===== src/core_pkg.sv =====
`default_nettype none

package core_pkg;

    // Bus widths
    localparam int ADDR_W = 16;
    localparam int DATA_W = 16;
    localparam int TAG_W  = 2;

    // Result tags; scheduler tags carry a zero prefix
    localparam logic [TAG_W-1:0] TAG_RMW_LD = 2'b10;
    localparam logic [TAG_W-1:0] TAG_RMW_ST = 2'b11;

    // Bus command
    localparam logic CMD_RD = 1'b0;
    localparam logic CMD_WR = 1'b1;

    // Request width
    localparam logic WIDTH_WORD = 1'b0;
    localparam logic WIDTH_BYTE = 1'b1;

    // RMW functions
    localparam int RMW_FN_W = 2;

    localparam logic [RMW_FN_W-1:0] RMW_INC = 2'b00;
    localparam logic [RMW_FN_W-1:0] RMW_DEC = 2'b01;
    localparam logic [RMW_FN_W-1:0] RMW_ROL = 2'b10; // Rotate through carry
    localparam logic [RMW_FN_W-1:0] RMW_INV = 2'b11;

    // Status flag word
    localparam int FLAG_W = 4;

    localparam int FLAG_Z = 0;
    localparam int FLAG_N = 1;
    localparam int FLAG_C = 2;
    localparam int FLAG_V = 3;

endpackage

`default_nettype wire


===== src/core_mem_path.sv =====
`timescale 1ns/1ns
`default_nettype none

module core_mem_path (
    input  logic                          clk,
    input  logic                          a_rst,

    // Scheduler address generator
    input  logic                          i_agu_req,
    input  logic [core_pkg::ADDR_W-1:0]   i_agu_addr,
    input  logic [core_pkg::DATA_W-1:0]   i_agu_data,
    input  logic                          i_agu_width,
    input  logic                          i_agu_cmd,
    input  logic                          i_agu_tag,
    output logic                          o_agu_wait,

    // RMW control
    input  logic                          i_rmw_start,
    input  logic [core_pkg::ADDR_W-1:0]   i_rmw_addr,
    input  logic [core_pkg::RMW_FN_W-1:0] i_rmw_fn,
    input  logic                          i_rmw_flags_wr,
    input  logic [core_pkg::FLAG_W-1:0]   i_flags,
    output logic                          o_rmw_busy,
    output logic [core_pkg::FLAG_W-1:0]   o_flags,
    output logic                          o_flags_wr,

    // Data memory bus
    input  logic                          i_mem_rdy,
    input  logic [core_pkg::DATA_W-1:0]   i_mem_data,
    output logic [core_pkg::ADDR_W-1:0]   o_mem_addr,
    output logic [core_pkg::DATA_W-1:0]   o_mem_data,
    output logic                          o_mem_cmd,
    output logic                          o_mem_assert,
    output logic                          o_mem_be0,
    output logic                          o_mem_be1,

    // Load results to the scheduler
    output logic                          o_ld_wb,
    output logic                          o_ld_tag,
    output logic [core_pkg::DATA_W-1:0]   o_ld_data
);
    import core_pkg::*;

    logic [ADDR_W-1:0] rq_addr;
    logic [DATA_W-1:0] rq_data;
    logic              rq_width;
    logic              rq_cmd;
    logic [TAG_W-1:0]  rq_tag;
    logic              rq_start;
    logic              rq_hold;

    logic              rmw_taken;
    logic              rmw_req;
    logic [ADDR_W-1:0] rmw_lock_addr;
    logic [DATA_W-1:0] rmw_data;
    logic              rmw_cmd;
    logic [TAG_W-1:0]  rmw_tag;

    logic              rs_wb;
    logic [TAG_W-1:0]  rs_tag;
    logic [DATA_W-1:0] rs_data;

    rq_arbiter u_arb (
        .i_agu_req   (i_agu_req),
        .i_agu_addr  (i_agu_addr),
        .i_agu_data  (i_agu_data),
        .i_agu_width (i_agu_width),
        .i_agu_cmd   (i_agu_cmd),
        .i_agu_tag   (i_agu_tag),
        .i_rmw_req   (rmw_req),
        .i_rmw_addr  (rmw_lock_addr),
        .i_rmw_data  (rmw_data),
        .i_rmw_cmd   (rmw_cmd),
        .i_rmw_tag   (rmw_tag),
        .i_rmw_lock  (o_rmw_busy),
        .i_rq_hold   (rq_hold),
        .o_agu_wait  (o_agu_wait),
        .o_rmw_taken (rmw_taken),
        .o_rq_addr   (rq_addr),
        .o_rq_data   (rq_data),
        .o_rq_width  (rq_width),
        .o_rq_cmd    (rq_cmd),
        .o_rq_tag    (rq_tag),
        .o_rq_start  (rq_start)
    );

    rmw_unit u_rmw (
        .clk         (clk),
        .a_rst       (a_rst),
        .i_start     (i_rmw_start),
        .i_addr      (i_rmw_addr),
        .i_fn        (i_rmw_fn),
        .i_flags_wr  (i_rmw_flags_wr),
        .i_flags     (i_flags),
        .i_taken     (rmw_taken),
        .i_rs_wb     (rs_wb),
        .i_rs_tag    (rs_tag),
        .i_rs_data   (rs_data),
        .o_busy      (o_rmw_busy),
        .o_lock_addr (rmw_lock_addr),
        .o_req       (rmw_req),
        .o_req_data  (rmw_data),
        .o_req_cmd   (rmw_cmd),
        .o_req_tag   (rmw_tag),
        .o_flags     (o_flags),
        .o_flags_wr  (o_flags_wr)
    );

    lsu_16b u_lsu (
        .clk          (clk),
        .a_rst        (a_rst),
        .i_rq_addr    (rq_addr),
        .i_rq_data    (rq_data),
        .i_rq_width   (rq_width),
        .i_rq_cmd     (rq_cmd),
        .i_rq_tag     (rq_tag),
        .i_rq_start   (rq_start),
        .o_rq_hold    (rq_hold),
        .i_mem_rdy    (i_mem_rdy),
        .i_mem_data   (i_mem_data),
        .o_mem_addr   (o_mem_addr),
        .o_mem_data   (o_mem_data),
        .o_mem_cmd    (o_mem_cmd),
        .o_mem_assert (o_mem_assert),
        .o_mem_be0    (o_mem_be0),
        .o_mem_be1    (o_mem_be1),
        .o_rs_wb      (rs_wb),
        .o_rs_tag     (rs_tag),
        .o_rs_data    (rs_data)
    );

    // RMW loads stay internal
    assign o_ld_wb   = rs_wb && !rs_tag[1];
    assign o_ld_tag  = rs_tag[0];
    assign o_ld_data = rs_data;

endmodule

`default_nettype wire


===== src/lsu_16b.sv =====
`timescale 1ns/1ns
`default_nettype none

module lsu_16b (
    input  logic                        clk,
    input  logic                        a_rst,

    input  logic [core_pkg::ADDR_W-1:0] i_rq_addr,
    input  logic [core_pkg::DATA_W-1:0] i_rq_data,
    input  logic                        i_rq_width,
    input  logic                        i_rq_cmd,
    input  logic [core_pkg::TAG_W-1:0]  i_rq_tag,
    input  logic                        i_rq_start,
    output logic                        o_rq_hold,

    input  logic                        i_mem_rdy,
    input  logic [core_pkg::DATA_W-1:0] i_mem_data,
    output logic [core_pkg::ADDR_W-1:0] o_mem_addr,
    output logic [core_pkg::DATA_W-1:0] o_mem_data,
    output logic                        o_mem_cmd,
    output logic                        o_mem_assert,
    output logic                        o_mem_be0,
    output logic                        o_mem_be1,

    output logic                        o_rs_wb,
    output logic [core_pkg::TAG_W-1:0]  o_rs_tag,
    output logic [core_pkg::DATA_W-1:0] o_rs_data
);
    import core_pkg::*;

    logic              accept;
    logic              rq_word;
    logic              bus_done;
    logic              width_q;    // Width of the access in flight
    logic              sel_q;      // High byte selected
    logic [7:0]        lane;
    logic [DATA_W-1:0] rd_data;

    assign accept   = i_rq_start && !o_rq_hold;
    assign rq_word  = (i_rq_width == WIDTH_WORD);
    assign bus_done = o_mem_assert && i_mem_rdy;

    // Byte reads come back zero-extended
    assign lane    = sel_q ? i_mem_data[15:8] : i_mem_data[7:0];
    assign rd_data = (width_q == WIDTH_BYTE) ? {{(DATA_W-8){1'b0}}, lane} : i_mem_data;

    always_ff @(posedge clk or negedge a_rst) begin
        if (!a_rst) begin
            o_rq_hold    <= 1'b0;
            o_mem_assert <= 1'b0;
            o_rs_wb      <= 1'b0;
        end else begin
            o_rs_wb <= 1'b0;
            if (accept) begin
                o_rq_hold    <= 1'b1;
                o_mem_assert <= 1'b1;
            end else if (bus_done) begin
                o_mem_assert <= 1'b0;  // Hold stays up one more cycle
                o_rs_wb      <= (o_mem_cmd == CMD_RD);
            end else if (!o_mem_assert) begin
                o_rq_hold <= 1'b0;
            end
        end
    end

    always_ff @(posedge clk) begin
        if (accept) begin
            o_mem_addr <= {i_rq_addr[ADDR_W-1:1], 1'b0};
            o_mem_cmd  <= i_rq_cmd;
            o_mem_be0  <= rq_word || !i_rq_addr[0];
            o_mem_be1  <= rq_word || i_rq_addr[0];
            // Byte stores go out on both lanes
            o_mem_data <= rq_word ? i_rq_data : {2{i_rq_data[7:0]}};
            width_q    <= i_rq_width;
            sel_q      <= i_rq_addr[0];
            o_rs_tag   <= i_rq_tag;
        end
        if (bus_done) begin
            o_rs_data <= rd_data;
        end
    end

endmodule

`default_nettype wire


===== src/rmw_unit.sv =====
`timescale 1ns/1ns
`default_nettype none

module rmw_unit (
    input  logic                          clk,
    input  logic                          a_rst,

    input  logic                          i_start,
    input  logic [core_pkg::ADDR_W-1:0]   i_addr,
    input  logic [core_pkg::RMW_FN_W-1:0] i_fn,
    input  logic                          i_flags_wr,
    input  logic [core_pkg::FLAG_W-1:0]   i_flags,

    input  logic                          i_taken,
    input  logic                          i_rs_wb,
    input  logic [core_pkg::TAG_W-1:0]    i_rs_tag,
    input  logic [core_pkg::DATA_W-1:0]   i_rs_data,

    output logic                          o_busy,
    output logic [core_pkg::ADDR_W-1:0]   o_lock_addr,
    output logic                          o_req,
    output logic [core_pkg::DATA_W-1:0]   o_req_data,
    output logic                          o_req_cmd,
    output logic [core_pkg::TAG_W-1:0]    o_req_tag,
    output logic [core_pkg::FLAG_W-1:0]   o_flags,
    output logic                          o_flags_wr
);
    import core_pkg::*;

    typedef enum logic [2:0] {
        S_IDLE,
        S_LD_REQ,
        S_LD_WAIT,
        S_MODIFY,
        S_ST_REQ
    } rmw_state_t;

    rmw_state_t state;

    logic [RMW_FN_W-1:0] fn_q;
    logic                flags_wr_q;
    logic                carry_q;     // Incoming C, used by ROL and INV
    logic [DATA_W-1:0]   word_q;      // Loaded word, later the result

    logic                load_hit;
    logic [DATA_W:0]     sum;
    logic [DATA_W-1:0]   res;
    logic [FLAG_W-1:0]   res_flags;

    assign load_hit = (state == S_LD_WAIT) && i_rs_wb && (i_rs_tag == TAG_RMW_LD);

    // Modify stage
    always_comb begin
        sum       = '0;
        res       = word_q;
        res_flags = '0;
        case (fn_q)
            RMW_INC: begin
                sum               = {1'b0, word_q} + (DATA_W+1)'(1);
                res               = sum[DATA_W-1:0];
                res_flags[FLAG_C] = sum[DATA_W];
                res_flags[FLAG_V] = (word_q == {1'b0, {(DATA_W-1){1'b1}}});
            end
            RMW_DEC: begin
                sum               = {1'b0, word_q} - (DATA_W+1)'(1);
                res               = sum[DATA_W-1:0];
                res_flags[FLAG_C] = sum[DATA_W]; // Borrow
                res_flags[FLAG_V] = (word_q == {1'b1, {(DATA_W-1){1'b0}}});
            end
            RMW_ROL: begin
                res               = {word_q[DATA_W-2:0], carry_q};
                res_flags[FLAG_C] = word_q[DATA_W-1];
            end
            default: begin
                res               = ~word_q;
                res_flags[FLAG_C] = carry_q;
            end
        endcase
        res_flags[FLAG_Z] = (res == '0);
        res_flags[FLAG_N] = res[DATA_W-1];
    end

    always_ff @(posedge clk or negedge a_rst) begin
        if (!a_rst) begin
            state      <= S_IDLE;
            o_flags_wr <= 1'b0;
        end else begin
            o_flags_wr <= 1'b0;
            case (state)
                S_IDLE:    if (i_start) state <= S_LD_REQ;
                S_LD_REQ:  if (i_taken) state <= S_LD_WAIT;
                S_LD_WAIT: if (load_hit) state <= S_MODIFY;
                S_MODIFY:  state <= S_ST_REQ;
                S_ST_REQ: begin
                    if (i_taken) begin
                        state      <= S_IDLE;
                        o_flags_wr <= flags_wr_q;
                    end
                end
                default:   state <= S_IDLE;
            endcase
        end
    end

    always_ff @(posedge clk) begin
        if (state == S_IDLE && i_start) begin
            o_lock_addr <= i_addr;
            fn_q        <= i_fn;
            flags_wr_q  <= i_flags_wr;
            carry_q     <= i_flags[FLAG_C];
        end
        if (load_hit) begin
            word_q <= i_rs_data;
        end
        if (state == S_MODIFY) begin
            word_q  <= res;
            o_flags <= res_flags;
        end
    end

    assign o_busy     = (state != S_IDLE);  // Also the address lock
    assign o_req      = (state == S_LD_REQ) || (state == S_ST_REQ);
    assign o_req_cmd  = (state == S_ST_REQ) ? CMD_WR : CMD_RD;
    assign o_req_tag  = (state == S_ST_REQ) ? TAG_RMW_ST : TAG_RMW_LD;
    assign o_req_data = word_q;

endmodule

`default_nettype wire


===== src/rq_arbiter.sv =====
`timescale 1ns/1ns
`default_nettype none

module rq_arbiter (
    input  logic                        i_agu_req,
    input  logic [core_pkg::ADDR_W-1:0] i_agu_addr,
    input  logic [core_pkg::DATA_W-1:0] i_agu_data,
    input  logic                        i_agu_width,
    input  logic                        i_agu_cmd,
    input  logic                        i_agu_tag,

    input  logic                        i_rmw_req,
    input  logic [core_pkg::ADDR_W-1:0] i_rmw_addr,
    input  logic [core_pkg::DATA_W-1:0] i_rmw_data,
    input  logic                        i_rmw_cmd,
    input  logic [core_pkg::TAG_W-1:0]  i_rmw_tag,
    input  logic                        i_rmw_lock,
    input  logic                        i_rq_hold,

    output logic                        o_agu_wait,
    output logic                        o_rmw_taken,
    output logic [core_pkg::ADDR_W-1:0] o_rq_addr,
    output logic [core_pkg::DATA_W-1:0] o_rq_data,
    output logic                        o_rq_width,
    output logic                        o_rq_cmd,
    output logic [core_pkg::TAG_W-1:0]  o_rq_tag,
    output logic                        o_rq_start
);
    import core_pkg::*;

    logic addr_clash;
    logic rmw_go;
    logic agu_go;

    // Same word as the locked RMW, byte offset ignored
    assign addr_clash = i_rmw_lock && (i_agu_addr[ADDR_W-1:1] == i_rmw_addr[ADDR_W-1:1]);

    assign rmw_go = i_rmw_req && !i_rq_hold;               // RMW always wins
    assign agu_go = i_agu_req && !i_rq_hold && !i_rmw_req && !addr_clash;

    assign o_rmw_taken = rmw_go;
    assign o_agu_wait  = i_agu_req && !agu_go;
    assign o_rq_start  = rmw_go || agu_go;

    always_comb begin
        if (i_rmw_req) begin
            o_rq_addr  = i_rmw_addr;
            o_rq_data  = i_rmw_data;
            o_rq_width = WIDTH_WORD;     // RMW is always a full word
            o_rq_cmd   = i_rmw_cmd;
            o_rq_tag   = i_rmw_tag;
        end else begin
            o_rq_addr  = i_agu_addr;
            o_rq_data  = i_agu_data;
            o_rq_width = i_agu_width;
            o_rq_cmd   = i_agu_cmd;
            o_rq_tag   = {{(TAG_W-1){1'b0}}, i_agu_tag};
        end
    end

endmodule

`default_nettype wire


===== config.mk =====
export PLATFORM = sky130hd
export DESIGN_NAME = core_mem_path
export DESIGN_NICKNAME = d
export VERILOG_FILES = /design/src/core_pkg.sv /design/src/core_mem_path.sv /design/src/lsu_16b.sv /design/src/rmw_unit.sv /design/src/rq_arbiter.sv
export SDC_FILE = /design/constraint.sdc
export NUM_CORES = 1
export LEC_CHECK = 0
export BUFFER_PORTS_ARGS = -buffer_cell sky130_fd_sc_hd__buf_2
export CAP_MARGIN = 5
export CORE_UTILIZATION = 55
export CTS_BUF_LIST = sky130_fd_sc_hd__clkbuf_4
export DETAILED_ROUTE_END_ITERATION = 6
export HOLD_SLACK_MARGIN = 0.03
export PLACE_DENSITY_LB_ADDON = 0.05
export RECOVER_POWER = 100
export SLEW_MARGIN = 20
export SYNTH_ARGS = -nofsm -noshare
export SYNTH_HDL_FRONTEND = slang
export SYNTH_SLANG_ARGS = --single-unit

===== constraint.sdc =====
create_clock -name clk -period 4.21 [get_ports clk]
set_clock_uncertainty 0.05 [all_clocks]
set_input_delay 0.2105 -clock clk [delete_from_list [all_inputs] [get_ports clk]]
set_output_delay 0.2105 -clock clk [all_outputs]
set_load 0.005 [all_outputs]

==> impl_metrics.toml <==
[synthesis]
synth_top_cells_by_count = "sky130_fd_sc_hd__edfxtp_1, sky130_fd_sc_hd__nand2_1, sky130_fd_sc_hd__mux2_2"
postSynthNetCount = 545
synth_top_area_share_pct = 53.26
synth_largest_area_cell = "sky130_fd_sc_hd__edfxtp_1"
seq_area_frac_synth_pct = 56.56
yosysMostFrequentCell = "sky130_fd_sc_hd__edfxtp_1"
synth_area_leaders = "sky130_fd_sc_hd__edfxtp_1, sky130_fd_sc_hd__mux2_2, sky130_fd_sc_hd__nand2_1, sky130_fd_sc_hd__dfrtp_1, sky130_fd_sc_hd__o21ai_0"
number_of_standard_cells_after_synthesis = 463
synthDistinctLibCells = 57
synth.ff_latch_count = 101
synth_async_sr_flop_share_pct = 6.931
yosysWarnings = 0
post_synth_instance_area_um2 = 5300
synth_flop_cell = "sky130_fd_sc_hd__edfxtp_1"
synth_area_per_cell_um2 = 11.45
synth-edff-count = 94

[sta]
total_setup_violations_reported_at_the_end_of_the_flow = 0
hold-worst-slack_ns = 0.03050
worst_slew_margin_rel_pct = -47.66
timing.setup.tns_ns = 0
layout_worst_path_cycle_share_pct = 81.04
slew_violations = 61
worst_slew_pin_slew_ns = 2.210
timing_hold_violations_final = 0
post-route-min-period_ns = 3.412
fmax_ghz = 0.2931
grt_setup_unrepaired = "no"

[global_route]
largest_net_degree_at_the_start_of_global_routing = 44
met2_usage_pct = 45.57
grt_most_used_layer = "met2"
vias_in_the_first_global_route = 4273
gr-usage-met3_pct = 5.989
grt_usage_pct = 27.28
initial_antenna_violation_count = 0
grt_pass1_wl_mm = 20.88
gr-total-overflow = 0
met1_usage_pct = 36.11

[critical_path]
timing.critical_path.cells = "xnor2_1 -> nor2_4 -> clkbuf_1 -> nor2_1 -> a21boi_0 -> clkbuf_1"
criticalPathCategory = "flop to primary output"
critical_path.max_stage_delay_ns = 1.43
worst_ep_required_ns = 3.95
critPathMostFrequentCell = "sky130_fd_sc_hd__clkbuf_1"
cell_with_the_largest_stage_delay_on_the_worst_path = "sky130_fd_sc_hd__clkbuf_1"
crit_path_max_fanout = 43
arrival_ns = 3.15
critical_path.endpoint_type = "primary output"
worst_setup_path_start_kind = "flop"

[worst_hold_path]
path_type_of_the_worst_min_delay_path = "primary input to flop"

[floorplanning]
floorplan.die.height_um = 100.2
die_wd_um = 100.2
core_um2 = 9284
design.portCount = 140
floorplan.die_area_um2 = 10030
rows = 35
start_util_pct = 57.09

[clock_network]
tritoncts_num_sinks = 101
clock_tree.buffer_depth = 2
cts.root.buffer_cell = "sky130_fd_sc_hd__clkbuf_4"
tritoncts.num_buffers = 9
tritoncts = "done"
post_cts_hold_buffer_count = 68
setup_buffers_after_cts = 0
h-tree-depth = 3
cts.reportedPaths.clkPinSlew_ns = 0.17
clkLatencyLatePin_ns = 0.46
cts_resized = 0

[layout]
fill_count = 695
final_nets = 731
insertedDiodeCount = 0
final-instance-count-excl-fill = 783
finish.instance_area_um2 = 6798
drive_gt1_share_pct = 22.94
area_growth_syn_to_layout_pct = 28.26

[place]
final_gp_congestion = 0.8938
numPlacedInstances = 697
place_hpwl_mm = 8.745
count_of_buffers_inserted_at_the_top_level_ports = 135
dpl_cell_area_um2 = 6040

[drt]
drc = 0
wl_per_cell_um = 17.24
route.detailed.vias_per_inst = 5.676
drt_iter0_drc = 362
num_vias = 4444
postRouteWirelength_mm = 13.50
drt-pass1-iter-count = 5
antenna_left = 0

[status]
violations = "max-capacitance violations, max-slew violations"
run_status = "complete, but fails checks"

[power_and_ir_drop]
power_density_nw_per_um2 = 533.2
static_leak_nw = 2.602
power.ir.vdd_worst_mv = 0.5156

[run]
drv.max_cap_violation_count = 3
-- area by class of cell --
type	instances	area, um2	share of cell area, %
Timing Repair Buffer	209	1363	20.04
Multi-Input combinational cell	316	2103	30.94
Clock buffer	9	67.56	0.9939
Sequential cell	101	2998	44.10
Clock inverter	7	60.06	0.8835
Inverter	12	45.04	0.6626
Tap cell	129	161.4	2.374
-- path summary, 6_finish.rpt --
check                                                   start                             end  slack, ns  cells after the start
worst max-delay path               u_rmw.state[2]$_DFFE_PN0P_                      o_agu_wait       0.80                      6
worst min-delay path                                i_agu_req  u_lsu.o_mem_assert$_DFFE_PN0P_       0.03                      3
worst max register to register  u_rmw.o_req_data[0]$_DFFE_PP_      u_rmw.o_flags[0]$_DFFE_PP_       0.93                      9
worst min register to register      u_lsu.o_mem_cmd$_DFFE_PP_         u_lsu.o_rs_wb$_DFF_PN0_       0.40                      1
max in group asynchronous                               a_rst  u_lsu.o_mem_assert$_DFFE_PN0P_       3.11                      3
min in group asynchronous                               a_rst      u_rmw.o_flags_wr$_DFF_PN0_       0.19                      2
-- where the power goes --
group | total (W) | internal [W] | switching, W | leakage, nW
Sequential | 0.00181 | 0.00156 | 0.000242 | 0.970
Clock | 0.000486 | 0.000130 | 0.000356 | 0.0711
Combinational | 0.00133 | 0.000601 | 0.000731 | 1.56
Total | 0.00362 | 0.00230 | 0.00133 | 2.60
-- through the flow --
step	util [%]	power, W	worst slack [ns]
after floorplan	-	0.002588	0.9686
after global placement	65.05	0.003039	1.091
after detailed placement	65.05	0.003073	1.035
after CTS	73.76	0.003612	1.035
after global routing	73.22	0.003840	0.4581
final	73.22	0.003625	0.7981
-- flip-flops by register name (all words and copies together), names as in the netlist, 2 cells and up --
register,cells
u_rmw.o_flags,4
u_rmw.fn_q,2
u_lsu.o_mem_addr,15
u_lsu.o_rs_data,16
u_rmw.state,3
u_lsu.o_mem_data,16
u_lsu.o_rs_tag,2
u_rmw.o_req_data,16
u_rmw.o_lock_addr,16
-- worst max-delay path, delay by kind of cell (launching register included) --
| family | cells | cell delay, ns |
|---|---|---|
| buffers and inverters | 2 | 1.56 |
| AOI/OAI and AO/OA | 1 | 0.24 |
| xor gates and xnor gates | 1 | 0.21 |
| DFF | 1 | 0.53 |
| and+or+nand+nor | 2 | 0.18 |
-- metal layers --
layer / wire length, um / vias up
met5: 0 / -
met4: 180 / 0
met3: 917 / 18
met2: 6780 / 211
met1: 5624 / 2119
li1: - / 2096
-- cell families after synthesis --
kind of cell    synth area share (%)
buf+inv                        3.635
simple gates                   15.16
fa+ha+maj                     0.7083
mux                            9.301
other cells                  0.07075
compound gates                 11.43
xor+xnor                       3.140
flops                          56.56
-- placed cells by master, fill, tap and decap left out, types with 5 or more instances in the layout --
master                          Yosys  routed
sky130_fd_sc_hd__a21oi_1           15      15
sky130_fd_sc_hd__a31oi_1            6       6
sky130_fd_sc_hd__buf_2              4      94
sky130_fd_sc_hd__clkbuf_1          27      42
sky130_fd_sc_hd__clkbuf_4           0       9
sky130_fd_sc_hd__dfrtp_1            7       7
sky130_fd_sc_hd__dlygate4sd3_1      0      69
sky130_fd_sc_hd__edfxtp_1          94      94
sky130_fd_sc_hd__inv_1             12      12
sky130_fd_sc_hd__mux2_2            34      33
sky130_fd_sc_hd__mux2i_1           11      11
sky130_fd_sc_hd__nand2_1           53      53
sky130_fd_sc_hd__nand3_1            8       8
sky130_fd_sc_hd__nand4_1            8       8
sky130_fd_sc_hd__nor2_1            26      25
sky130_fd_sc_hd__nor2b_1           12      12
sky130_fd_sc_hd__nor3_1            13      13
sky130_fd_sc_hd__nor4_1             5       5
sky130_fd_sc_hd__o21ai_0           33      33
sky130_fd_sc_hd__xnor2_1            8       8
sky130_fd_sc_hd__xor2_1            11      11
No activity file was read; power rests on OpenSTA's default activity.
